===== src/soc_map_pkg.sv =====
package soc_map_pkg;

    // Bus widths
    localparam int addr_width = 32;
    localparam int data_width = 32;

    // Memory regions, sized in 32-bit words
    localparam logic [addr_width-1:0] rom_base = 32'h0000_0000;
    localparam int rom_words = 64;
    localparam logic [addr_width-1:0] ram_base = 32'h0000_1000;
    localparam int ram_words = 256;
    localparam logic [addr_width-1:0] rom_limit = rom_base + 32'(rom_words * 4);
    localparam logic [addr_width-1:0] ram_limit = ram_base + 32'(ram_words * 4);

    // ROM fills the low entries, RAM follows it
    localparam int mem_words = rom_words + ram_words;
    localparam int mem_index_width = $clog2(mem_words);
    localparam int rom_index_width = $clog2(rom_words);
    localparam int ram_index_width = $clog2(ram_words);

    // Peripheral registers
    localparam logic [addr_width-1:0] key_addr = 32'h0000_2000;
    localparam logic [addr_width-1:0] uart_addr = 32'h0000_2004;
    localparam logic [addr_width-1:0] tmr_cnt_addr = 32'h0000_2008;
    localparam logic [addr_width-1:0] tmr_cmp_addr = 32'h0000_200C;

    // Field split of the memory view
    localparam int tag_width = 20;
    localparam int index_width = 10;
    localparam logic [tag_width-1:0] ram_tag = ram_base[addr_width-1:addr_width-tag_width];

    typedef union packed {
        logic [addr_width-1:0] raw;
        struct packed {
            logic [tag_width-1:0] tag;
            logic [index_width-1:0] index;
            logic [1:0] offset;
        } mem;
    } bus_addr_u;

endpackage


===== src/soc_bus_if.sv =====
`timescale 1ns/10ps

interface soc_bus_if;
    import soc_map_pkg::*;

    bus_addr_u address;
    logic [data_width-1:0] write_data;
    logic write_enable;
    logic read_enable;

    // One select per slave, at most one high
    logic mem_sel;
    logic key_sel;
    logic uart_sel;
    logic tmr_sel;

    // Registered read words returned by the slaves
    logic [data_width-1:0] mem_rdata;
    logic [data_width-1:0] key_rdata;
    logic [data_width-1:0] tmr_rdata;

    modport decoder (
        output address, write_data, write_enable, read_enable,
        output mem_sel, key_sel, uart_sel, tmr_sel,
        input mem_rdata, key_rdata, tmr_rdata
    );

    modport mem_slave (
        input address, write_data, write_enable, mem_sel,
        output mem_rdata
    );

    modport periph_slave (
        input write_data, write_enable, read_enable, key_sel, uart_sel,
        output key_rdata
    );

    modport timer_slave (
        input address, write_data, write_enable, read_enable, tmr_sel,
        output tmr_rdata
    );

endinterface


===== src/keyboard_console_regs.sv =====
`timescale 1ns/10ps

module keyboard_console_regs (
    soc_bus_if.periph_slave bus,
    input  logic CLOCK_50,
    input  logic KEY0,
    input  logic key_valid,
    input  logic [7:0] key_code,
    output logic key_request,
    output logic uart_valid,
    output logic [7:0] uart_data
);
    logic [7:0] key_q;
    logic uart_write;
    logic uart_write_q;

    // A zero code is not a key
    assign key_request = key_valid && (key_code != 8'd0);

    assign uart_write = bus.uart_sel && bus.write_enable;

    always_ff @(posedge CLOCK_50 or negedge KEY0) begin
        if (!KEY0) begin
            key_q <= 8'd0;
            uart_write_q <= 1'b0;
            uart_valid <= 1'b0;
        end else begin
            if (key_request) begin
                key_q <= key_code;
            end
            uart_write_q <= uart_write;
            // Only the first write of a back-to-back run is sent
            uart_valid <= uart_write && !uart_write_q;
        end
    end

    always_ff @(posedge CLOCK_50) begin
        if (uart_write && !uart_write_q) begin
            uart_data <= bus.write_data[7:0];
        end
        if (bus.key_sel && bus.read_enable) begin
            bus.key_rdata <= {24'd0, key_q};
        end
    end

endmodule


===== src/flat_wrapper.sv =====
// flat-port wrapper written by rule: the top's interface ports become plain ports
module keyboard_console_regs_flat 
  (CLOCK_50, KEY0, key_valid, key_code, key_request, uart_valid, uart_data, bus_write_data, bus_write_enable, bus_read_enable, bus_key_sel, bus_uart_sel, bus_key_rdata);
  soc_bus_if bus_i ();
  input  logic CLOCK_50;
  input  logic KEY0;
  input  logic key_valid;
  input  logic [7:0] key_code;
  output logic key_request;
  output logic uart_valid;
  output logic [7:0] uart_data;
  input wire logic [$bits(bus_i.write_data)-1:0] bus_write_data;
  input wire logic [$bits(bus_i.write_enable)-1:0] bus_write_enable;
  input wire logic [$bits(bus_i.read_enable)-1:0] bus_read_enable;
  input wire logic [$bits(bus_i.key_sel)-1:0] bus_key_sel;
  input wire logic [$bits(bus_i.uart_sel)-1:0] bus_uart_sel;
  output wire logic [$bits(bus_i.key_rdata)-1:0] bus_key_rdata;
  assign bus_i.write_data = bus_write_data;
  assign bus_i.write_enable = bus_write_enable;
  assign bus_i.read_enable = bus_read_enable;
  assign bus_i.key_sel = bus_key_sel;
  assign bus_i.uart_sel = bus_uart_sel;
  assign bus_key_rdata = bus_i.key_rdata;
  keyboard_console_regs u_core (.bus(bus_i), .CLOCK_50(CLOCK_50), .KEY0(KEY0), .key_valid(key_valid), .key_code(key_code), .key_request(key_request), .uart_valid(uart_valid), .uart_data(uart_data));
endmodule

===== config.mk =====
export PLATFORM = sky130hd
export DESIGN_NAME = keyboard_console_regs_flat
export DESIGN_NICKNAME = d
export VERILOG_FILES = /design/src/soc_map_pkg.sv /design/src/soc_bus_if.sv /design/src/keyboard_console_regs.sv /design/src/flat_wrapper.sv
export SDC_FILE = /design/constraint.sdc
export NUM_CORES = 1
export LEC_CHECK = 0
export ABC_AREA = 1
export BUFFER_PORTS_ARGS = -buffer_cell sky130_fd_sc_hd__clkbuf_2
export CAP_MARGIN = 20
export CORE_MARGIN = 2
export CORE_UTILIZATION = 41
export DETAILED_ROUTE_END_ITERATION = 12
export MAX_ROUTING_LAYER = met4
export PLACE_DENSITY = 0.84
export SYNTH_ARGS = -nofsm -noshare
export SYNTH_HDL_FRONTEND = slang
export SYNTH_SLANG_ARGS = --single-unit
export TNS_END_PERCENT = 100

===== constraint.sdc =====
create_clock -name CLOCK_50 -period 2.6 [get_ports CLOCK_50]
set_input_delay 0.52 -clock CLOCK_50 [delete_from_list [all_inputs] [get_ports CLOCK_50]]
set_output_delay 0.52 -clock CLOCK_50 [all_outputs]
set_load 0.05 [all_outputs]

==> flow_metrics.py <==
metrics = {
    "status": {
        "outcome": "finished clean",
    },
    "routing": {
        "dr_total_vias": 687,
        "routed_wl_um": 1720,
        "viasPerCell": 4.19,
        "drc": 0,
        "ant_nets": 0,
        "routedWlPerCell_um": 10.5,
        "firstDrtPassIters": 4,
        "drtIter0Drc": 15,
    },
    "power": {
        "powerDensity_mw_per_mm2": 646,
        "p_leak_nw": 0.663,
        "totalPowerFinal_mw": 0.815,
        "peakVddDrop_mv": 0.348,
    },
    "sta": {
        "setup_viol": 0,
        "tightest_slew_ns": 0.661,
        "drv_slew": 0,
        "timing.final.crit_share": 0.740,
        "fin_tns_setup_ns": 0,
        "grt_setup_unrepaired": "false",
        "fin_skew_ns": 0.00150,
        "clock.fmax_mhz": 520,
        "holdWs_ns": 0.0609,
        "period_minus_slack_ns": 1.92,
        "hold_violations": 0,
        "relSlewSlack": 0.558,
    },
    "layout": {
        "stdcell_area_mm2": 0.00126,
        "finalNetCount": 182,
        "mostFrequentLayoutCells": "clkbuf_2, conb_1, nand2_1",
        "drive_gt1_frac": 0.351,
        "syn2layout_area_growth_pct": 15.1,
        "final_common_cell": "clkbuf_2",
        "diodes": 0,
    },
    "cts": {
        "root_buffer": "clkbuf_4",
        "clk_latency_ns": 0.30,
        "cts_hold_buf": 0,
        "cts_setup_buffers": 0,
        "path_clk_slew_ns": 0.12,
        "cts-htree-levels": 1,
        "numCtsBuffers": 3,
        "cts-resized-gates": 0,
        "cts.sinks": 26,
        "cts_tree": "done",
        "cts.path.max_buffers": 2,
    },
    "setup_path": {
        "reg2reg_setup_slack_ns": 1.35,
        "crit_path_start_kind": "input pin",
        "crit_fanout": 9,
        "worstPathArrival_ns": 1.40,
        "crit_required_ns": 2.08,
        "crit_type": "input pin to primary output",
        "cp-end-kind": "primary output",
    },
    "floorplan": {
        "die_w_um": 55.7,
        "core_area_mm2": 0.00250,
        "initial_core_util": 0.439,
        "io_pins": 89,
        "dieArea_mm2": 0.00311,
        "die_height_um": 55.7,
        "rows": 18,
    },
    "global_route": {
        "grtUsageTotal": 0.110,
        "busiest_layer": "met2",
        "grt_pass1_vias": 650,
        "grt_util_met1": 0.0960,
        "grtUsageMet3": 0.0186,
        "grt_pass1_wl_um": 2620,
        "grt_overflow": 0,
        "grt_max_degree": 15,
        "antenna_found_initial": 0,
        "grt_use_met2": 0.218,
    },
    "yosys": {
        "yosysWarnings": 0,
        "synthesis.area_mm2": 0.00110,
        "synth_top_area_cell": "edfxtp_1",
        "synth_cell_types": 12,
        "ys_top_cells_by_area": "edfxtp_1, dfrtp_1, buf_4",
        "ys_seq_area_frac": 0.666,
        "syn_inst": 92,
        "synth_seq_cells": 26,
        "synth_top_area_frac": 0.438,
        "avgSynthCellArea_um2": 11.9,
    },
    "place": {
        "io_buffers": 40,
        "placed_area_mm2": 0.00124,
        "post-dp-hpwl_um": 1430,
        "gp_congestion": 0.745,
    },
    "hold_path": {
        "min_path_type": "input pin to async pin",
    },
    "run": {
        "cap_violations": 0,
    },
}
[final timing paths]
check                               startpoint                 endpoint  cells after the start
min                                       KEY0          u_core.key_q[5]                      1
max                                key_code[7]              key_request                      6
max reg2reg                u_core.uart_write_q      u_core.uart_data[1]                      1
min reg2reg                    u_core.key_q[5]  u_core.bus.key_rdata[5]                      0
min in group CLOCK_50        bus_write_data[0]      u_core.uart_data[0]                      1
max in group asynchronous                 KEY0        u_core.uart_valid                      1
[per-stage QoR]
step,worst slack (ns),instances,util
floorplan,0.924,115,-
finish,0.675,164,0.505
detailed placement,0.676,160,0.494
CTS,0.676,164,0.505
global route,0.603,164,0.505
global placement,0.722,160,0.494
[worst max-delay path: stages]
cell	delay, ns
clkbuf_2	0.09
nor2_1	0.11
nand2_1	0.12
o21ai_4	0.25
inv_1	0.08
clkbuf_2	0.24
[logic make-up after synthesis]
family / synth area share
flops: 0.666
buf+inv: 0.186
compound gates: 0.0148
simple gates: 0.130
other cells: 0.00342
[report_power, final]
| group | internal, mW | switching (mW) |
|---|---|---|
| registers | 0.467 | 0.00919 |
| clock network | 0.0559 | 0.102 |
| logic | 0.0281 | 0.153 |
| total | 0.551 | 0.264 |
[flip-flops by register name, indices dropped and copies added, names as in the netlist]
register              flops
u_core.bus.key_rdata      8
u_core.key_q              8
u_core.uart_data          8
u_core.uart_valid         1
u_core.uart_write_q       1
[cell usage after synthesis]
master    count
buf_4        24
nor2_1        3
buf_2         1
nand3_1       6
o21ai_4       1
edfxtp_1     16
conb_1        1
nor2_2        2
dfrtp_1      10
inv_1         5
nand2_1      22
nand2_2       1
[area by class of cell]
type | instances | area, um2
clock buffers | 3 | 22.5
clock inverters | 1 | 3.75
fillers | 219 | 1240
inverters | 5 | 18.8
multi-input cells | 59 | 249
flip-flops and latches | 26 | 731
well taps | 30 | 37.5
repair buffers | 40 | 200
[metal layers]
layer | up-vias | part of all wire
met5 | - | 0
met4 | 0 | 0
met3 | 0 | 0.13
met2 | 51 | 0.54
met1 | 305 | 0.33
li1 | 331 | -
Power figures use the tool's default switching activity.
