--- src/soc_irq_pkg.sv ---
package soc_irq_pkg;

    // Vector codes seen by the processor
    localparam int vector_width = 4;
    localparam logic [vector_width-1:0] vec_none = 4'd0;
    localparam logic [vector_width-1:0] vec_key = 4'd1;
    localparam logic [vector_width-1:0] vec_timer = 4'd2;

    // Controller either waits or presents one vector
    typedef enum logic {
        irq_idle = 1'b0,
        irq_active = 1'b1
    } irq_state_e;

    // Interval timer counter and compare width
    localparam int timer_width = 32;

endpackage

--- src/irq_controller.sv ---
`timescale 1ns/10ps

module irq_controller (
    input  logic CLOCK_50,
    input  logic KEY0,
    input  logic key_request,
    input  logic timer_request,
    input  logic interrupt_ack,
    output logic [soc_irq_pkg::vector_width-1:0] interrupt_vector
);
    import soc_irq_pkg::*;

    irq_state_e state;
    logic key_pending;
    logic timer_pending;
    logic ack_key;
    logic ack_timer;

    // Ack clears only the source being served
    assign ack_key = (state == irq_active) && interrupt_ack && (interrupt_vector == vec_key);
    assign ack_timer = (state == irq_active) && interrupt_ack && (interrupt_vector == vec_timer);

    always_ff @(posedge CLOCK_50 or negedge KEY0) begin
        if (!KEY0) begin
            state <= irq_idle;
            interrupt_vector <= vec_none;
            key_pending <= 1'b0;
            timer_pending <= 1'b0;
        end else begin
            // New request wins over a clear at the same edge
            key_pending <= (key_pending && !ack_key) || key_request;
            timer_pending <= (timer_pending && !ack_timer) || timer_request;

            case (state)
                irq_idle: begin
                    // Keyboard first
                    if (key_pending) begin
                        state <= irq_active;
                        interrupt_vector <= vec_key;
                    end else if (timer_pending) begin
                        state <= irq_active;
                        interrupt_vector <= vec_timer;
                    end
                end
                irq_active: begin
                    if (interrupt_ack) begin
                        state <= irq_idle;
                        interrupt_vector <= vec_none;
                    end
                end
                default: begin
                    state <= irq_idle;
                    interrupt_vector <= vec_none;
                end
            endcase
        end
    end

    assert property (@(posedge CLOCK_50) disable iff (!KEY0)
        (state == irq_idle) |-> (interrupt_vector == vec_none))
    else $error("interrupt vector presented while controller idle");

endmodule

--- config.mk ---
export PLATFORM = sky130hd
export DESIGN_NAME = irq_controller
export DESIGN_NICKNAME = d
export VERILOG_FILES = /design/src/soc_irq_pkg.sv /design/src/irq_controller.sv
export SDC_FILE = /design/constraint.sdc
export NUM_CORES = 1
export LEC_CHECK = 0
export BUFFER_PORTS_ARGS = -buffer_cell sky130_fd_sc_hd__buf_2
export CAP_MARGIN = 0
export CORE_AREA = 2 2 39 41
export DETAILED_ROUTE_END_ITERATION = 6
export DIE_AREA = 0 0 41 43
export GPL_TIMING_DRIVEN = 0
export PLACE_DENSITY = 0.45
export SLEW_MARGIN = 15
export SYNTH_ARGS = -nofsm -noshare
export SYNTH_HDL_FRONTEND = slang
export SYNTH_SLANG_ARGS = --single-unit
--- constraint.sdc ---
create_clock -name CLOCK_50 -period 1.28 [get_ports CLOCK_50]
set_clock_uncertainty 0.2 [all_clocks]
set_input_delay 0.32 -clock CLOCK_50 [delete_from_list [all_inputs] [get_ports CLOCK_50]]
set_output_delay 0.32 -clock CLOCK_50 [all_outputs]
set_load 0.03 [all_outputs]
==> run summary, run 1 <==
Synth top area share: 0.549
VDD IR max: 0.000711 V
Sink Count: 5
Area share of fa/ha/maj cells after synthesis: 0
Overall Power: 441 uW
Residual DRC: 0
GR Util met1: 0.0879
GR Overflow Total: 0
Cell class contributing the biggest share of worst-path delay: flip-flops
Io pins: 9
Synth cell types: 13
DIE AREA: 1760 um2
Core area: 1380 um2
# rows: 14
YS warnings: 0
Routed Antenna Nets: 0
Max Clk Rate: 775 MHz
CP arrival: 770 ps
Met3 usage: 0.0785
Number of endpoints failing setup at the final stage: 2
NumNets Final: 42
Syn Area/Cell: 10.4 um2
Initial Util: 0.165
Synth Area in Simple Gates: 0.187
Main synth FF type: dfrtp_1
Largest net degree at the start of global routing: 8
Failing checks: setup timing
Worst-Skew Late Latency: 240 ps
Post-Synthesis Cells: 22
Pleak: 0.000164 uW
Starting DRT DRC Count: 2
CTS tree: done
Post-route insts no fill: 52
Max incr delay on CP: 380 ps
Crit-path cells: buf_6
Layout cells sized above 1: 0.389
Dpl cells: 45
Initial antenna violation count: 0
Critical path endpoint category: primary output
Final hold violation count: 0
CTS Buffer Depth: 2
Vias in the first global route: 193
Main combinational cell family by area after synthesis: simple AND/OR/NAND/NOR gates
Post-route core utilization: 0.250
Critical-path top delay cell: dfrtp_1
Place WS: 153 ps
Die Height: 43 um
Cell taking the most area after synthesis: dfrtp_1
Net Sw Power: 116 uW
Slew Limit Fails: 0
Count leader, synth: dfrtp_1
WP buf/inv: 1
Area contributors post-synth: dfrtp_1 55%, nand4b_1 7.7%, a21o_1 6.6%, buf_4 6.6%, a21oi_1 4.4%
Int Power: 325 uW
Combinational Power Share: 0.174
H-tree depth: 1
Clock share of power: 0.416
Pwr dens: 1280 nW/um2
Die Wd: 41 um
Worst-path clk slew: 50 ps
Ys async rst share: 1.00
GR peak layer: met1
Routability congestion estimate: 0.702
DR WL/cell: 8.88 um
Register area share after synthesis: 0.549
Worst setup margin: -11.1 ps
Seq pwr share: 0.409
CP Class: reg2out
TritonCTS buffer count: 3
Outcome: complete, but fails checks
Post-Route WL: 462 um
Min Tclk post-route: 1290 ps
Max-Cap Viols: 0
Tcrit/Tclk final: 1.01
Mux cell area share after synthesis: 0
Ant. Diodes: 0
Via count: 203
Port buffer count: 6
Layout area overhead: 51.6%
Total track usage: 0.0796
Drt via density: 3.90
Number of synthesized register bits: 5
Crit path max fanout: 2
Compound-Gate Fraction of Synth Area: 0.165
Post-Syn Area: 228 um2
RSZ-0062 raised after global routing: true
Number of synthesized flops with an enable pin: 0
First-pass GRT wire length: 814 um
Hold WC Path Type: in2reg
Crit start category: flip-flop
Switching Fraction: 0.263
CP Data Required Time: 760 ps
Grt met2 use: 0.0875
CTS root buf: clkbuf_4
Synth Area in XOR/XNOR: 0
Pre-Repair DR Iteration Count: 4
==> kinds of logic after synthesis <==
logic type      after synthesis
flops                         5
compound gates                6
simple gates                  7
other cells                   1
buf+inv                       3
==> sequential cells by signal (all words and copies together), names as in the netlist <==
signal and cells:
interrupt_vector 2, key_pending 1, state 1, timer_pending 1
==> power by group through the flow <==
stage               Sequential [uW]  Clock (uW)  Combinational (uW)
CTS                             180         188                76.4
finish                          180         183                76.8
global route                    182         197                83.5
detailed placement              186           0                54.9
floorplan                       194           0                26.4
global placement                185           0                54.6
==> worst paths after layout <==
kind	from	endpoint	slack [ps]	cells after the start
max	interrupt_vector[1]	interrupt_vector[1]	-10	1
min	timer_request	timer_pending	60	2
max reg2reg	interrupt_vector[0]	timer_pending	80	3
min reg2reg	key_pending	interrupt_vector[1]	330	1
max in group asynchronous	KEY0	key_pending	510	2
min in group asynchronous	KEY0	interrupt_vector[0]	220	2
==> layer usage <==
| metal | vias to the layer above | share of wire | routed length, um |
|---|---|---|---|
| met2 | 11 | 0.39 | 182 |
| met5 | - | 0 | 0 |
| met1 | 87 | 0.48 | 224 |
| met3 | 2 | 0.097 | 45 |
| li1 | 103 | - | - |
| met4 | 0 | 0.019 | 9 |
==> placed cells by master (no fill, tap or decap), drive strengths merged <==
cell         synthesis  final
nand4b               2      2
nor3                 1      1
and2b                1      1
o21ai                1      1
clkbuf               0      4
conb                 1      2
dfrtp                5      5
a21oi                2      2
a21o                 2      2
buf                  2     10
dlygate4sd3          0      1
nor2                 1      1
o31ai                1      1
nand2                2      2
inv                  1      1
==> metrics by stage <==
stage               TNS (ps)  hold slack [ps]  cell area (um2)
floorplan                  0             -176              231
global placement           0            -57.9              282
detailed placement         0            -56.6              282
CTS                    -22.3             55.2              345
global route           -73.5             60.3              345
finish                 -17.3             61.3              345
==> area by class of cell <==
class                   instances  area [um2]
flip-flops and latches          5         125
inverters                       1        3.75
clock buffers                   4        26.3
multi-input cells              15        87.6
well taps                      16        20.0
plain buffers                   2        15.0
repair buffers                  9        67.6
fillers                       154        1040
==> repair_timing <==
item / CTS / global route
endpoints found under the hold margin: 5 / 0
pin swaps: 0 / 0
resized for setup: 4 / 0
buffers inserted: 2 / 0
setup endpoints to repair: 2 / 2
hold buffers: 1 / 0
(Power assumes the default switching activity.)
==> run 2, diff against run 1 <==
CELL_PAD_IN_SITES_DETAIL_PLACEMENT = 0   (was unset)
CELL_PAD_IN_SITES_GLOBAL_PLACEMENT = 1   (was unset)
CTS_CLUSTER_SIZE = 14   (was unset)
PLACE_DENSITY = 0.53   (was 0.45)
clock period = 1.65 ns   (was 1.28 ns; I/O delays follow)
==> run 2 against run 1 <==
The flow now finishes without violations. Hold slack gained 82 ps. Power shrank 25%. Flip-flop and latch count is the same. Cell count shrank 3.8%. Clock-buffer cell count is the same. Critical endpoint is now interrupt_vector[0]. Largest power group is now sequential cells. Highest routed layer unchanged.
==> run summary, run 2 (same netlist as run 1, synthesis figures left out) <==
Ant. Diodes: 0 (unchanged)
Routability congestion estimate: 0.761 (+8.3%)
Largest net degree at the start of global routing: 8 (unchanged)
DR WL/cell: 8.46 um (-4.8%)
Crit start category: flip-flop
Post-route insts no fill: 50 (-3.8%)
RSZ-0062 raised after global routing: false
CTS Buffer Depth: 2 (unchanged)
Routed Antenna Nets: 0 (unchanged)
R2r setup slk: 550 ps (+470 ps)
WP buf/inv: 1 (unchanged)
Post-CTS sizing: 0 (-4)
Post-Route WL: 423 um (-8.4%)
Critical path endpoint category: primary output
Max reg flops: 2 (unchanged)
FF/Latch Area: 125 um2 (unchanged)
Max incr delay on CP: 400 ps (+20 ps)
Hold WC Path Type: in2reg
Initial antenna violation count: 0 (unchanged)
Die Wd: 41 um (unchanged)
Number of stages on the worst setup path: 1 (unchanged)
Critical-path top delay cell: dfrtp_1
Total negative slack: 0 ps (+17.3 ps)
DIE AREA: 1760 um2 (unchanged)
Fillers: 152 (-1.3%)
Die Height: 43 um (unchanged)
Final hold slack: 143 ps (+81.6 ps)
Via count: 193 (-4.9%)
Outcome: finished clean
CP Class: reg2out
Tcrit/Tclk final: 0.895
Cell class contributing the biggest share of worst-path delay: flip-flops
Pre-Repair DR Iteration Count: 2 (-2)
NumNets Final: 40 (-4.8%)
Vias in the first global route: 167 (-13%)
Sink Count: 5 (unchanged)
Post-CTS Setup Bufs: 0 (-2)
Min Tclk post-route: 1480 ps
Cells on Worst Hold Path: 2 (unchanged)
Starting DRT DRC Count: 5 (+3)
Worst-path clk slew: 40 ps (about the same)
Worst r2r path cells: 3 (unchanged)
TritonCTS buffer count: 3 (unchanged)
Crit-path cells: buf_2
Dpl cells: 45 (unchanged)
Pwr dens: 1030 nW/um2 (-19%)
Core area: 1380 um2 (unchanged)
Most common cell after layout, fill and taps aside: buf_2
Layout cells sized above 1: 0.353 (-0.0359)
Max-Cap Viols: 0 (unchanged)
Most frequent cells in the layout: 6 x buf_2, 5 x dfrtp_1, 3 x clkbuf_4
VDD IR max: 0.000445 V (-37%)
Worst-Skew Late Latency: 240 ps (about the same)
First-pass GRT wire length: 703 um (-14%)
Residual DRC: 0 (unchanged)
CP Data Required Time: 1040 ps (+280 ps)
Total track usage: 0.0696 (-0.0101)
Number of endpoints failing setup at the final stage: 0 (-2)
Initial Util: 0.165 (unchanged)
CTS tree: done
Io pins: 9 (unchanged)
Port buffer count: 6 (unchanged)
Layout area overhead: 39.6%
CP arrival: 860 ps (+90 ps)
Max Clk Rate: 678 MHz
Multi-input logic area: 87.6 um2 (unchanged)
CTS root buf: clkbuf_4
Drt via density: 3.86 (-1.1%)
Pleak: 0.000151 uW (-7.8%)
Final hold violation count: 0 (unchanged)
H-tree depth: 1 (unchanged)
# rows: 14 (unchanged)
Crit path max fanout: 5 (+3)
Largest Register: interrupt_vector
Slew Limit Fails: 0 (unchanged)
GR Overflow Total: 0 (unchanged)
## run 2: cell count changes in the layout (fill, tap and decap cells not counted), sizes merged
cell  previous run  this run
buf             10         8
## run 2: where the power goes
part	internal (uW)	switching [uW]
sequential	132	10.6
clock	91.5	50.9
combinational	18.7	25.5
total	242	87.1
## run 2: path summary, 6_finish.rpt
kind / from / endpoint
worst max-delay path: interrupt_vector[0] / interrupt_vector[0]
worst min-delay path: timer_request / timer_pending
worst max register to register: state / interrupt_vector[0]
worst min register to register: key_pending / interrupt_vector[1]
max in group asynchronous: KEY0 / state
min in group asynchronous: KEY0 / interrupt_vector[1]
## run 2: per-layer routing
metal  global-route usage  part of all wire  vias to the layer above
li1                     -                 -                       96
met5                    0                 0                        -
met3               0.0785              0.12                        2
met4               0.0600             0.019                        0
met2               0.0688              0.37                        9
met1               0.0749              0.48                       86
## run 2: layout make-up
cell class / count / area share
Timing Repair Buffer: 7 / 0.126
Sequential cell: 5 / 0.394
Buffer: 2 / 0.0472
Tap cell: 16 / 0.0630
Multi-Input combinational cell: 15 / 0.276
Inverter: 1 / 0.0118
Clock buffer: 4 / 0.0827
## run 2: what timing repair did
action / 4_1_cts / 5_1_grt
setup endpoints to repair: 0 / 0
endpoints found under the hold margin: 5 / 0
hold buffers: 1 / 0
## run 2: through the flow
stage / setup slack [ps] / utilization / instance area [um2] / power, uW
floorplan: 442 / - / 231 / 171
global placement: 439 / 0.203 / 282 / 185
detailed placement: 433 / 0.203 / 282 / 186
CTS: 161 / 0.230 / 318 / 339
global route: 117 / 0.230 / 318 / 352
finish: 174 / 0.230 / 318 / 329
==> run 3, diff against run 2 <==
PLACE_DENSITY = unset   (was 0.53)
PLACE_DENSITY_LB_ADDON = 0.1   (was unset)
==> run 3 against run 2 <==
Power down 0.90%. Combinational power grew 2%. Critical path type unchanged. Worst setup slack worse by 3.3 ps. Register-to-register slack worse by 30 ps. Largest cell class unchanged. Hold slack improved by 5.7 ps. Sequential power about the same.
==> run summary, run 3 (same netlist as run 1, synthesis figures left out) <==
R2r setup slk: 520 ps (-30 ps)
Pre-Repair DR Iteration Count: 4 (+2)
Initial Util: 0.165 (unchanged)
Outcome: finished clean
CTS root buf: clkbuf_4
VDD IR max: 0.000272 V (-39%)
Layout cells sized above 1: 0.353 (unchanged)
Critical-path top delay cell: dfrtp_1
Hold EP: timer_pending
Max-Cap Viols: 0 (unchanged)
CP Class: reg2out
Critical path endpoint category: primary output
Fillers: 157 (+3.3%)
CTS tree: done
CTS Buffer Depth: 2 (unchanged)
Min Tclk post-route: 1480 ps (+3.27 ps)
Largest net degree at the start of global routing: 8 (unchanged)
Worst r2r path cells: 3 (unchanged)
Via count: 207 (+7.3%)
Pwr dens: 1030 nW/um2 (-0.90%)
Routed Antenna Nets: 0 (unchanged)
Initial antenna violation count: 0 (unchanged)
Die Wd: 41 um (unchanged)
Most common cell after layout, fill and taps aside: buf_2
Sink Count: 5 (unchanged)
Post-CTS Setup Bufs: 0 (unchanged)
Critical Path Source: interrupt_vector[1]
DR WL/cell: 9.48 um (+12%)
Die Height: 43 um (unchanged)
Total negative slack: 0 ps (unchanged)
Starting DRT DRC Count: 1 (-4)
Largest Register: interrupt_vector
RSZ-0062 raised after global routing: false
Hold Crit Start: timer_request
Slew Limit Fails: 0 (unchanged)
Tcrit/Tclk final: 0.897 (+0.00198)
Worst R2R End: interrupt_vector[0]
Cell class contributing the biggest share of worst-path delay: flip-flops
Total track usage: 0.0725 (+0.00295)
Post-Route WL: 474 um (+12%)
WP buf/inv: 1 (unchanged)
TritonCTS buffer count: 3 (unchanged)
Pleak: 0.000151 uW (unchanged)
Crit start category: flip-flop
Layout area overhead: 39.6% (unchanged)
Hold WC Path Type: in2reg
Crit path max fanout: 5 (unchanged)
Post-CTS sizing: 0 (unchanged)
Vias in the first global route: 201 (+20%)
Core area: 1380 um2 (unchanged)
# rows: 14 (unchanged)
Ant. Diodes: 0 (unchanged)
Drt via density: 4.14 (+7.3%)
Reg2reg start: state
CP Data Required Time: 1040 ps (about the same)
Post-cts hold buffer count: 1 (unchanged)
Number of endpoints failing setup at the final stage: 0 (unchanged)
Worst-Skew Late Latency: 240 ps (about the same)
Worst-path clk slew: 40 ps (about the same)
Io pins: 9 (unchanged)
GR Overflow Total: 0 (unchanged)
Max incr delay on CP: 400 ps (about the same)
Crit-path cells: buf_2
Port buffer count: 6 (unchanged)
Max reg flops: 2 (unchanged)
Final hold slack: 149 ps (+5.74 ps)
CP arrival: 870 ps (about the same)
Routability congestion estimate: 0.710 (-6.7%)
H-tree depth: 1 (unchanged)
NumNets Final: 40 (unchanged)
Max Clk Rate: 676 MHz (-0.22%)
DIE AREA: 1760 um2 (unchanged)
Cells on Worst Hold Path: 2 (unchanged)
Residual DRC: 0 (unchanged)
First-pass GRT wire length: 793 um (+13%)
Final hold violation count: 0 (unchanged)
Most frequent cells in the layout: 6 x buf_2, 5 x dfrtp_1, 3 x clkbuf_4
-- run 3: cell counts in the layout (fill, tap and decap cells not counted) --
Identical to the previous run, type by type.
-- run 3: power by group --
part / switching (uW) / leakage [uW] / internal (uW)
sequential: 10.6 / 0.0000550 / 132
combinational: 26.4 / 0.0000813 / 18.7
clock: 47.3 / 0.0000150 / 91.3
total: 84.3 / 0.000151 / 241
-- run 3: cell type report --
| type | instances | area (um2) | area share |
|---|---|---|---|
| buffer | 2 | 15.0 | 0.0472 |
| clock buffer | 4 | 26.3 | 0.0827 |
| inverter | 1 | 3.75 | 0.0118 |
| multi-input combinational | 15 | 87.6 | 0.276 |
| sequential | 5 | 125 | 0.394 |
| tap | 16 | 20.0 | 0.0630 |
| timing repair buffer | 7 | 40.0 | 0.126 |
-- run 3: worst reg2reg max path, stage by stage, from the launching register on --
cell	delay [ps]
dfrtp_1	430
and2b_2	230
nand2_1	60
o21ai_0	70
-- run 3: metal layers --
metal | wire, um | global-route usage | vias up
met5 | 0 | 0 | -
met4 | 5 | 0.0600 | 0
met3 | 36 | 0.0471 | 2
met2 | 226 | 0.0906 | 7
met1 | 206 | 0.0812 | 101
li1 | - | - | 97
-- run 3: worst max path at each step --
stage / to / slack [ps] / cells after the start
after global routing: interrupt_vector[1] / 140 / 1
after floorplan: timer_pending / 440 / 2
final: interrupt_vector[1] / 170 / 1
after detailed placement: interrupt_vector[0] / 420 / 4
after global placement: interrupt_vector[0] / 420 / 4
after CTS: interrupt_vector[1] / 160 / 1
-- run 3: stage by stage --
stage	instance area (um2)	total power [uW]	utilization	setup WS, ps	instances
final	318	326	0.230	171	50
after global routing	318	350	0.230	139	50
after CTS	318	335	0.230	159	50
after detailed placement	282	187	0.203	420	45
after global placement	282	188	0.203	418	45
after floorplan	231	171	-	442	23
