$ cat src/soc_map_pkg.sv
package soc_map_pkg;

    // Bus widths
    localparam int addr_width = 32;
    localparam int data_width = 32;

    // Memory regions, sized in 32-bit words
    localparam logic [addr_width-1:0] rom_base = 32'h0000_0000;
    localparam int rom_words = 64;
    localparam logic [addr_width-1:0] ram_base = 32'h0000_1000;
    localparam int ram_words = 256;
    localparam logic [addr_width-1:0] rom_limit = rom_base + 32'(rom_words * 4);
    localparam logic [addr_width-1:0] ram_limit = ram_base + 32'(ram_words * 4);

    // ROM fills the low entries, RAM follows it
    localparam int mem_words = rom_words + ram_words;
    localparam int mem_index_width = $clog2(mem_words);
    localparam int rom_index_width = $clog2(rom_words);
    localparam int ram_index_width = $clog2(ram_words);

    // Peripheral registers
    localparam logic [addr_width-1:0] key_addr = 32'h0000_2000;
    localparam logic [addr_width-1:0] uart_addr = 32'h0000_2004;
    localparam logic [addr_width-1:0] tmr_cnt_addr = 32'h0000_2008;
    localparam logic [addr_width-1:0] tmr_cmp_addr = 32'h0000_200C;

    // Field split of the memory view
    localparam int tag_width = 20;
    localparam int index_width = 10;
    localparam logic [tag_width-1:0] ram_tag = ram_base[addr_width-1:addr_width-tag_width];

    typedef union packed {
        logic [addr_width-1:0] raw;
        struct packed {
            logic [tag_width-1:0] tag;
            logic [index_width-1:0] index;
            logic [1:0] offset;
        } mem;
    } bus_addr_u;

endpackage

$ cat src/soc_irq_pkg.sv
package soc_irq_pkg;

    // Vector codes seen by the processor
    localparam int vector_width = 4;
    localparam logic [vector_width-1:0] vec_none = 4'd0;
    localparam logic [vector_width-1:0] vec_key = 4'd1;
    localparam logic [vector_width-1:0] vec_timer = 4'd2;

    // Controller either waits or presents one vector
    typedef enum logic {
        irq_idle = 1'b0,
        irq_active = 1'b1
    } irq_state_e;

    // Interval timer counter and compare width
    localparam int timer_width = 32;

endpackage

$ cat src/soc_bus_if.sv
`timescale 1ns/10ps

interface soc_bus_if;
    import soc_map_pkg::*;

    bus_addr_u address;
    logic [data_width-1:0] write_data;
    logic write_enable;
    logic read_enable;

    // One select per slave, at most one high
    logic mem_sel;
    logic key_sel;
    logic uart_sel;
    logic tmr_sel;

    // Registered read words returned by the slaves
    logic [data_width-1:0] mem_rdata;
    logic [data_width-1:0] key_rdata;
    logic [data_width-1:0] tmr_rdata;

    modport decoder (
        output address, write_data, write_enable, read_enable,
        output mem_sel, key_sel, uart_sel, tmr_sel,
        input mem_rdata, key_rdata, tmr_rdata
    );

    modport mem_slave (
        input address, write_data, write_enable, mem_sel,
        output mem_rdata
    );

    modport periph_slave (
        input write_data, write_enable, read_enable, key_sel, uart_sel,
        output key_rdata
    );

    modport timer_slave (
        input address, write_data, write_enable, read_enable, tmr_sel,
        output tmr_rdata
    );

endinterface

$ cat src/interval_timer.sv
`timescale 1ns/10ps

module interval_timer (
    soc_bus_if.timer_slave bus,
    input  logic CLOCK_50,
    input  logic KEY0,
    output logic timer_request
);
    import soc_map_pkg::*;
    import soc_irq_pkg::*;

    logic [timer_width-1:0] counter;
    logic [timer_width-1:0] compare;
    logic write_cnt;
    logic write_cmp;

    assign write_cnt = bus.tmr_sel && bus.write_enable && (bus.address.raw == tmr_cnt_addr);
    assign write_cmp = bus.tmr_sel && bus.write_enable && (bus.address.raw == tmr_cmp_addr);

    // Zero compare keeps the timer quiet
    assign timer_request = (compare != '0) && (counter == compare);

    always_ff @(posedge CLOCK_50 or negedge KEY0) begin
        if (!KEY0) begin
            counter <= '0;
            compare <= '0;
        end else begin
            // Bus load overrides the increment
            if (write_cnt) begin
                counter <= bus.write_data;
            end else begin
                counter <= counter + 1'b1;
            end
            if (write_cmp) begin
                compare <= bus.write_data;
            end
        end
    end

    // Values seen before this edge's update
    always_ff @(posedge CLOCK_50) begin
        if (bus.tmr_sel && bus.read_enable) begin
            if (bus.address.raw == tmr_cmp_addr) begin
                bus.tmr_rdata <= compare;
            end else begin
                bus.tmr_rdata <= counter;
            end
        end
    end

endmodule

$ cat src/flat_wrapper.sv
// flat-port wrapper written by rule: the top's interface ports become plain ports
module interval_timer_flat import soc_map_pkg::*; import soc_irq_pkg::*;
  (CLOCK_50, KEY0, timer_request, bus_address, bus_write_data, bus_write_enable, bus_read_enable, bus_tmr_sel, bus_tmr_rdata);
  soc_bus_if bus_i ();
  input  logic CLOCK_50;
  input  logic KEY0;
  output logic timer_request;
  input wire logic [$bits(bus_i.address)-1:0] bus_address;
  input wire logic [$bits(bus_i.write_data)-1:0] bus_write_data;
  input wire logic [$bits(bus_i.write_enable)-1:0] bus_write_enable;
  input wire logic [$bits(bus_i.read_enable)-1:0] bus_read_enable;
  input wire logic [$bits(bus_i.tmr_sel)-1:0] bus_tmr_sel;
  output wire logic [$bits(bus_i.tmr_rdata)-1:0] bus_tmr_rdata;
  assign bus_i.address = bus_address;
  assign bus_i.write_data = bus_write_data;
  assign bus_i.write_enable = bus_write_enable;
  assign bus_i.read_enable = bus_read_enable;
  assign bus_i.tmr_sel = bus_tmr_sel;
  assign bus_tmr_rdata = bus_i.tmr_rdata;
  interval_timer u_core (.bus(bus_i), .CLOCK_50(CLOCK_50), .KEY0(KEY0), .timer_request(timer_request));
endmodule
$ cat config.mk
export PLATFORM = sky130hd
export DESIGN_NAME = interval_timer_flat
export DESIGN_NICKNAME = d
export VERILOG_FILES = /design/src/soc_map_pkg.sv /design/src/soc_irq_pkg.sv /design/src/soc_bus_if.sv /design/src/interval_timer.sv /design/src/flat_wrapper.sv
export SDC_FILE = /design/constraint.sdc
export NUM_CORES = 1
export LEC_CHECK = 0
export BUFFER_PORTS_ARGS = -buffer_cell sky130_fd_sc_hd__buf_2
export CORE_MARGIN = 2
export CORE_UTILIZATION = 50
export CTS_CLUSTER_DIAMETER = 30
export DETAILED_ROUTE_END_ITERATION = 7
export PLACE_DENSITY = 0.85
export SLEW_MARGIN = 0
export SYNTH_ARGS = -nofsm -noshare
export SYNTH_HDL_FRONTEND = slang
export SYNTH_SLANG_ARGS = --single-unit
$ cat constraint.sdc
create_clock -name CLOCK_50 -period 6.1 [get_ports CLOCK_50]
set_input_delay 0 -clock CLOCK_50 [delete_from_list [all_inputs] [get_ports CLOCK_50]]
set_output_delay 0 -clock CLOCK_50 [all_outputs]
set_load 0.05 [all_outputs]
==> results.py, run 1 <==
metrics = {
    "status": {
        "status": "completed",
    },
    "global_routing": {
        "grt_start_max_net_pins": 65,
        "antenna_found_initial": 0,
        "grt_pass1_wl_um": 19600,
        "grt_pass1_vias": 3979,
        "grt-ovfl-total": 0,
        "grtUsageTotal_pct": 24.0,
    },
    "floorplan": {
        "initial_core_util_pct": 50.9,
        "die-area_um2": 10600,
        "ios": 102,
        "die_x_um": 103,
        "die_h_um": 103,
        "num_rows": 36,
        "coreArea_um2": 9640,
    },
    "drt": {
        "wl_met1_um": 4990,
        "vias": 3944,
        "dr_wl_met2_um": 6070,
        "drc_errors": 0,
        "top_layer": "met4",
        "viasPerCell": 5.97,
        "finalWirelength_um": 12400,
        "routed-wl-met3_um": 1000,
        "dr.pass1.iters": 6,
        "drt_iter0_drc": 281,
        "wl_per_cell_um": 18.7,
        "ant_nets": 0,
    },
    "setup_path": {
        "endpoint": "u_core.counter[28]",
        "cp-startpoint": "u_core.counter[0]",
        "r2r_cells": 5,
        "crit_fanout": 16,
        "cp.arrival_ns": 3.11,
        "rrSetupSlack_ns": 3.26,
        "cp_data_required_time_ns": 6.38,
        "rr_startpoint": "u_core.counter[0]",
        "path_class": "reg -> reg",
        "rr_endpoint": "u_core.counter[28]",
        "startpoint_type": "flip-flop",
        "endpoint_kind": "flip-flop",
    },
    "synth": {
        "ys_warn_count": 0,
        "avgSynthCellArea_um2": 12.2,
        "syn_nets": 471,
        "syn_inst": 401,
        "yosys.cell_types.count": 30,
        "mappedNetlistArea_um2": 4910,
        "synth-seq-cells": 96,
        "yosysSeqAreaShare_pct": 52.2,
    },
    "clock_tree": {
        "cts_tree": "done",
        "cts_repair_resize_count": 0,
        "cts_buffer_depth": 2,
        "numCtsBuffers": 9,
        "clk_pin_slew_ns": 0.09,
        "cts_max_level": 3,
        "holdBufCountCts": 33,
        "clk_latency_ns": 0.36,
        "cts_setup_buffers": 0,
        "root_buffer": "clkbuf_8",
        "clkSinkCount": 96,
    },
    "power_and_ir_drop": {
        "p_leak_nw": 2.50,
        "peakVddDrop_v": 0.000115,
        "powerDensity_nw_per_um2": 195,
    },
    "timing": {
        "max_freq_ghz": 0.352,
        "period_share_pct": 46.5,
        "setup_tns_ns": 0,
        "hold_violations": 0,
        "slew_violations": 0,
        "skew_ns": 0.00611,
        "slew_headroom_pct": 29.6,
        "setup_violations": 0,
        "period_needed_ns": 2.84,
        "grt_setup_unrepaired": "no",
        "fin_ws_ns": 3.26,
        "tightest_slew_ns": 1.05,
    },
    "layout": {
        "drive_gt1_share_pct": 38.8,
        "finish.net_count": 593,
        "fin_util_pct": 62.6,
        "final_common_cell": "buf_2",
        "n_antenna_cell": 0,
        "syn_to_final_growth_pct": 23.0,
        "final_cell_mix": "101 x buf_2, 79 x mux2_2, 64 x dfrtp_1",
    },
    "place": {
        "dp_hpwl_um": 8140,
        "portBuffers": 101,
        "gp_congestion": 0.894,
        "place_ws_ns": 3.08,
    },
    "flow_run": {
        "drv_cap": 0,
    },
    "min_path": {
        "hp-class": "in -> async",
    },
}
cells by family (layout without fill, tap and decap cells):
logic type	after synthesis	after routing	share of synthesized area (%)
adders and majority gates	1	1	0.255
DFF	96	96	52.2
buffers and inverters	34	161	3.16
AOI/OAI and AO/OA	33	33	4.18
muxes	79	79	18.1
and+or+nand+nor	112	112	13.9
xor gates and xnor gates	46	46	8.20
layer usage:
metal / GRT usage [%] / vias to the layer above
met4: 9.41 / 0
met1: 32.5 / 1908
li1: - / 1775
met5: 0 / -
met2: 39.1 / 232
met3: 3.66 / 29
Yosys cell counts:
cell | n | share of area [%]
nand3_1 | 12 | 1.2
and3_1 | 1 | 0.13
xor2_1 | 40 | 7.1
buf_2 | 10 | 1.0
dfrtp_1 | 64 | 33
o21ai_0 | 8 | 0.82
or3_2 | 3 | 0.46
nand4_2 | 1 | 0.25
buf_6 | 1 | 0.23
nand2_1 | 8 | 0.61
a31oi_1 | 16 | 2.0
xnor2_1 | 6 | 1.1
inv_1 | 6 | 0.46
nor3_1 | 8 | 0.82
clkbuf_1 | 14 | 1.1
nand4_1 | 14 | 1.8
and4_1 | 3 | 0.54
ha_1 | 1 | 0.25
buf_1 | 1 | 0.076
nor2_1 | 3 | 0.23
mux2_2 | 79 | 18
nor4_1 | 40 | 5.1
a21oi_1 | 1 | 0.10
nor4b_1 | 2 | 0.36
or3_1 | 6 | 0.76
or4_1 | 10 | 1.5
buf_4 | 2 | 0.31
edfxtp_1 | 32 | 20
o31ai_1 | 8 | 1.2
and2_1 | 1 | 0.13
cell type report:
class	instances	area, um2
fill	781	3600
timing repair buffer	139	873
clock buffer	14	173
sequential	96	2560
multi-input combinational	271	2200
inverter	6	22.5
clock inverter	2	37.5
tap	133	166
flip-flops by register name (all words and copies together), names as in the netlist:
| register | cells |
|---|---|
| u_core.bus.tmr_rdata | 32 |
| u_core.compare | 32 |
| u_core.counter | 32 |
worst min-delay path by stage:
stage                          startpoint                  endpoint  slack, ns  cells after the start
after floorplan                      KEY0         u_core.compare[0]      -0.30                      0
after global routing      bus_read_enable  u_core.bus.tmr_rdata[18]       0.39                      3
after CTS                            KEY0         u_core.compare[9]       0.37                      3
after global placement               KEY0         u_core.compare[9]       0.22                      2
final                                KEY0         u_core.compare[9]       0.35                      3
after detailed placement             KEY0         u_core.compare[9]       0.22                      2
critical path, stage by stage (launching register included):
cell,delay (ns)
dfrtp_1,0.50
ha_1,0.28
nand4_1,0.34
or4_1,0.86
or4_1,0.60
a31oi_1,0.18
power by group:
part	total (mW)	leakage, nW	switching, mW	internal [mW]
registers	0.668	1.05	0.000882	0.667
logic	0.0732	1.35	0.0398	0.0334
clock network	0.435	0.103	0.211	0.224
metrics by stage:
step | total power, mW | hold slack (ns) | cell area [um2] | cells
floorplan | 0.699 | -0.296 | 4910 | 401
global placement | 0.738 | 0.222 | 5500 | 612
detailed placement | 0.739 | 0.219 | 5500 | 612
CTS | 1.18 | 0.374 | 6040 | 661
global route | 1.21 | 0.390 | 6040 | 661
finish | 1.18 | 0.351 | 6040 | 661
(Power assumes the default switching activity.)
==> inputs of run 2 (changes only) <==
clock period = 2.9 ns   (was 6.1 ns; I/O delays follow)
==> run 2 against run 1 <==
Sequential share of layout area is 0.15 points lower; setup slack got worse by 2.8 ns; clock skew increased by 0.0019 ns; design area grew 0.35%; worst hold slack worse by 0.096 ns; via count is 2.5% lower; highest routed layer unchanged; sequential power grew 110%; global-route usage decreased by 0.24 points; cell count increased by 0.76%; critical path type unchanged.
==> results.py, run 2 (synthesis results as in run 1) <==
metrics = {
    "setup_path": {
        "rrSetupSlack_ns": 0.45,
        "slowest_stage": "or4_1",
        "cp.arrival_ns": 2.74,
        "crit_top_cell": "or4_1",
        "crit_fanout": 16,
        "cp_data_required_time_ns": 3.19,
        "slowest_delay_ns": 0.76,
        "path_class": "reg -> reg",
        "path_cells": "ha_1, nand4_1, or4_1, or4_1, a31oi_1",
        "endpoint_kind": "flip-flop",
        "startpoint_type": "flip-flop",
    },
    "power_and_ir_drop": {
        "power.total_mw": 2.44,
        "peakVddDrop_v": 0.000252,
        "powerDensity_nw_per_um2": 403,
        "p_leak_nw": 2.52,
    },
    "drt": {
        "ant_nets": 0,
        "viasPerCell": 5.77,
        "dr.pass1.iters": 5,
        "drt_iter0_drc": 246,
        "drc_errors": 0,
        "wl_per_cell_um": 18.2,
        "vias": 3846,
        "finalWirelength_um": 12100,
    },
    "timing": {
        "slew_violations": 0,
        "tightest_slew_ns": 1.07,
        "skew_ns": 0.00798,
        "slew_headroom_pct": 28.3,
        "period_share_pct": 84.4,
        "setup_tns_ns": 0,
        "grt_setup_unrepaired": "no",
        "setup_violations": 0,
        "hold_violations": 0,
        "max_freq_ghz": 0.409,
        "period_needed_ns": 2.45,
    },
    "layout": {
        "finish.net_count": 598,
        "final_cell_mix": "101 x buf_2, 79 x mux2_2, 64 x dfrtp_1",
        "final_common_cell": "buf_2",
        "drive_gt1_share_pct": 39.8,
        "syn_to_final_growth_pct": 23.4,
        "n_antenna_cell": 0,
        "top_regs": "u_core.bus.tmr_rdata: 32 flops, u_core.compare: 32 flops, u_core.counter: 32 flops",
    },
    "global_routing": {
        "grt_pass1_vias": 3735,
        "grtUsageTotal_pct": 23.8,
        "antenna_found_initial": 0,
        "grt_start_max_net_pins": 41,
        "grt-ovfl-total": 0,
        "grt_pass1_wl_um": 19100,
    },
    "place": {
        "portBuffers": 101,
        "gp_congestion": 0.909,
        "dp_hpwl_um": 8320,
    },
    "clock_tree": {
        "cts_repair_resize_count": 0,
        "root_buffer": "clkbuf_8",
        "numCtsBuffers": 9,
        "clk_latency_ns": 0.38,
        "cts_buffer_depth": 2,
        "clk_pin_slew_ns": 0.09,
        "cts_setup_buffers": 0,
        "clkSinkCount": 96,
        "cts_max_level": 3,
        "cts_tree": "done",
    },
    "floorplan": {
        "ios": 102,
        "initial_core_util_pct": 50.9,
        "die_x_um": 103,
        "die-area_um2": 10600,
        "coreArea_um2": 9640,
        "num_rows": 36,
        "die_h_um": 103,
    },
    "min_path": {
        "hp-class": "in -> reg",
    },
    "status": {
        "status": "completed",
    },
    "flow_run": {
        "drv_cap": 0,
    },
}
## run 2: changes by cell type in the layout (fill, tap and decap cells not counted)
cell      delta
buf_4        +5
clkbuf_1     -2
clkinv_2     +3
clkbuf_8     -3
inv_6        +2
## run 2: cell type report
cell class | instances | area, um2
clock buffer | 9 | 124
clock inverter | 7 | 70.1
fill | 756 | 3580
inverter | 6 | 22.5
multi-input combinational | 271 | 2200
sequential | 96 | 2560
tap | 133 | 166
timing repair buffer | 144 | 911
## run 2: what timing repair did
action	in CTS	in global routing
endpoints found under the setup margin	0	0
hold buffers	33	0
endpoints found under the hold margin	103	0
## run 2: worst paths after layout
check | start | endpoint | cells after the start
setup / recovery | u_core.counter[1] | u_core.counter[28] | 5
hold / removal | bus_write_enable | u_core.counter[22] | 5
setup reg to reg | u_core.counter[1] | u_core.counter[28] | 5
hold reg to reg | u_core.compare[13] | u_core.compare[13] | 1
max in group asynchronous | KEY0 | u_core.counter[2] | 3
min in group asynchronous | KEY0 | u_core.counter[13] | 2
## run 2: critical path, delay by kind of cell, from the launching register on
| kind | cells | cell delay, ns |
|---|---|---|
| AO/OA/AOI/OAI | 1 | 0.17 |
| adder cells (fa/ha/maj) | 1 | 0.25 |
| flip-flops | 1 | 0.47 |
| AND/OR/NAND/NOR | 3 | 1.48 |
## run 2: per-stage QoR
step | instance area (um2) | hold slack (ns) | util [%] | setup WS (ns) | cells
2_1_floorplan | 4910 | -0.296 | - | 0.727 | 401
3_3_place_gp | 5540 | 0.161 | 57.4 | 0.601 | 617
3_5_place_dp | 5540 | 0.175 | 57.4 | 0.514 | 617
4_1_cts | 6060 | 0.233 | 62.9 | 0.500 | 666
5_1_grt | 6060 | 0.288 | 62.9 | 0.340 | 666
6_report | 6060 | 0.255 | 62.9 | 0.454 | 666
## run 2: power breakdown
group,leakage [nW],switching [mW],internal [mW]
clock network,0.0998,0.480,0.400
logic,1.37,0.0838,0.0710
registers,1.05,0.00122,1.40
## run 2: routing by layer
metal	GRT usage, %	vias up	wire [um]	share of wire [%]
met4	5.87	0	135	1.1
met3	5.42	11	875	7.2
met1	31.0	1858	5030	42
met2	40.4	184	6060	50
li1	-	1793	-	-
met5	0	-	0	0
==> inputs of run 3 (changes only) <==
ABC_AREA = 1   (was not set)
PLACE_DENSITY = 0.84   (was 0.85)
clock period = 2.48 ns   (was 2.9 ns; I/O delays follow)
==> run 3 against run 2 <==
Flip-flop and latch count did not move; die area rose by 12%; power rose by 23%; critical path depth rose by 2; critical path type is now reg -> out.
==> results.py, run 3 <==
metrics = {
    "setup_path": {
        "path_class": "reg -> out",
        "rr_startpoint": "u_core.counter[1]",
        "startpoint_type": "flip-flop",
        "cp_data_required_time_ns": 2.48,
        "cp-startpoint": "u_core.counter[5]",
        "cp.arrival_ns": 2.04,
        "endpoint_kind": "output port",
        "crit_fanout": 5,
    },
    "synth": {
        "synth_edf_count": 32,
        "avgSynthCellArea_um2": 7.23,
        "synth_top_cell_area_share_pct": 28.9,
        "yosys-top-cells-count": "339 x nand2_1, 95 x nor2_1, 81 x nand3_1",
        "synth-main-ff-cell": "dfrtp_1",
        "ys_warn_count": 0,
        "syn_inst": 767,
        "synthArstFlopShare_pct": 66.7,
        "synth_area_leaders": "dfrtp_1 29%, nand2_1 23%, edfxtp_1 17%",
        "yosysTopAreaCell": "dfrtp_1",
        "yosys.cell_types.count": 25,
        "yosysSeqAreaShare_pct": 46.2,
        "mappedNetlistArea_um2": 5540,
        "synth-seq-cells": 96,
        "syn_nets": 837,
        "synth.most_common_cell": "nand2_1",
    },
    "global_routing": {
        "grt-ovfl-total": 0,
        "grt_pass1_vias": 4888,
        "grt_busiest_layer": "met2",
        "grt_start_max_net_pins": 52,
        "antenna_found_initial": 0,
        "use_met1_pct": 36.9,
        "met3_usage_pct": 4.09,
        "use_met2_pct": 42.2,
        "grt_pass1_wl_um": 24000,
        "grtUsageTotal_pct": 26.6,
    },
    "floorplan": {
        "ios": 102,
        "initial_core_util_pct": 51.1,
        "num_rows": 38,
        "die-area_um2": 11900,
        "coreArea_um2": 10800,
        "die_h_um": 109,
        "die_x_um": 109,
    },
    "min_path": {
        "hp-class": "in -> reg",
        "hp-start": "bus_address[0]",
    },
    "layout": {
        "top_regs": "u_core.bus.tmr_rdata: 32 flops, u_core.compare: 32 flops, u_core.counter: 32 flops",
        "syn_to_final_growth_pct": 20.7,
        "final_common_cell": "nand2_1",
        "drive_gt1_share_pct": 16.1,
        "finish.net_count": 968,
        "fin_util_pct": 61.7,
        "final_cell_mix": "339 x nand2_1, 101 x buf_2, 95 x nor2_1",
        "seq_area_um2": 2560,
        "n_antenna_cell": 0,
        "final_cell_area_um2": 6690,
        "n_fill_cell": 990,
        "multi_input_area_um2": 2640,
    },
    "timing": {
        "skew_ns": 0.0157,
        "period_share_pct": 82.2,
        "period_needed_ns": 2.04,
        "tightest_slew_ns": 0.742,
        "slew_headroom_pct": 50.5,
        "setup_tns_ns": 0,
        "hold_violations": 0,
        "grt_setup_unrepaired": "no",
        "max_freq_ghz": 0.491,
        "setup_violations": 0,
        "slew_violations": 0,
    },
    "clock_tree": {
        "clk_pin_slew_ns": 0.11,
        "cts_buffer_depth": 2,
        "root_buffer": "clkbuf_8",
        "clkSinkCount": 96,
        "cts_tree": "done",
        "cts_max_level": 3,
        "cts_repair_resize_count": 0,
        "clk_latency_ns": 0.40,
        "numCtsBuffers": 9,
    },
    "drt": {
        "dr.pass1.iters": 7,
        "viasPerCell": 5.17,
        "finalWirelength_um": 15000,
        "drc_errors": 0,
        "vias": 5392,
        "drt_iter0_drc": 465,
        "wl_per_cell_um": 14.4,
        "ant_nets": 0,
    },
    "place": {
        "gp_congestion": 0.953,
        "portBuffers": 101,
        "dp_hpwl_um": 11300,
        "placed_area_um2": 6150,
    },
    "power_and_ir_drop": {
        "power.total_mw": 3.00,
        "peakVddDrop_v": 0.000259,
        "powerDensity_nw_per_um2": 448,
        "p_leak_nw": 3.36,
    },
    "flow_run": {
        "drv_cap": 0,
    },
    "status": {
        "status": "completed",
    },
}
run 3: cell count changes after synthesis, sizes merged, moves of 9 or more:
cell and delta:
or4 -10, a31oi -16, nand3 +70, nand2 +334
or3 -9, inv +44, xor2 -14, clkbuf -11
nand4 -11, nor4 -40, mux2 -79, nor2 +105
o21ai +18
run 3: layout make-up:
type,instances,share of cell area (%)
clock buffer,9,1.85
clock inverter,7,1.29
tap,140,2.62
multi-input combinational,598,39.4
timing repair buffer,143,13.7
inverter,50,2.81
sequential,96,38.3
run 3: metrics by stage:
stage               hold WS, ns  instances  setup WS, ns
floorplan                -0.296        767         0.961
global placement         0.0616        994         0.923
detailed placement       0.0635        994         0.885
CTS                       0.106       1043         0.523
global route              0.151       1043         0.452
finish                    0.104       1043         0.442
run 3: where the power goes:
| group | switching [mW] | internal (mW) | leakage (nW) |
|---|---|---|---|
| Combinational | 0.139 | 0.0918 | 2.06 |
| Clock | 0.624 | 0.489 | 0.104 |
| Sequential | 0.00272 | 1.65 | 1.19 |
| Total | 0.766 | 2.23 | 3.36 |
run 3: path summary, 6_finish.rpt:
check	to	slack [ns]	depth (start not counted)
setup / recovery	timer_request	0.44	7
hold / removal	u_core.counter[8]	0.10	6
setup reg to reg	u_core.counter[12]	0.85	8
hold reg to reg	u_core.compare[12]	0.52	2
max in group asynchronous	u_core.compare[29]	1.98	3
min in group asynchronous	u_core.compare[8]	0.17	3
run 3: kinds of logic after synthesis:
group,share of synthesized area [%]
compound gates,2.35
xor+xnor,4.58
fa+ha+maj,0.226
buf+inv,6.25
flops,46.2
simple gates,40.4
run 3: what timing repair did:
item,in CTS,in global routing
setup endpoints to repair,0,0
setup buffers,0,0
endpoints found under the hold margin,128,0
hold buffers,33,0
run 3: metal layers:
| layer | wire (um) | share of wire [%] |
|---|---|---|
| met4 | 332 | 2.2 |
| met2 | 6860 | 46 |
| met5 | 0 | 0 |
| met3 | 1300 | 8.6 |
| met1 | 6560 | 44 |
run 3: critical path, stage by stage, from the launching register on:
cell     delay [ns]
dfrtp_1        0.47
xor2_1         0.20
nor2_1         0.17
nand2_1        0.07
nor2_1         0.20
nand2_1        0.11
nor2_1         0.14
buf_2          0.28
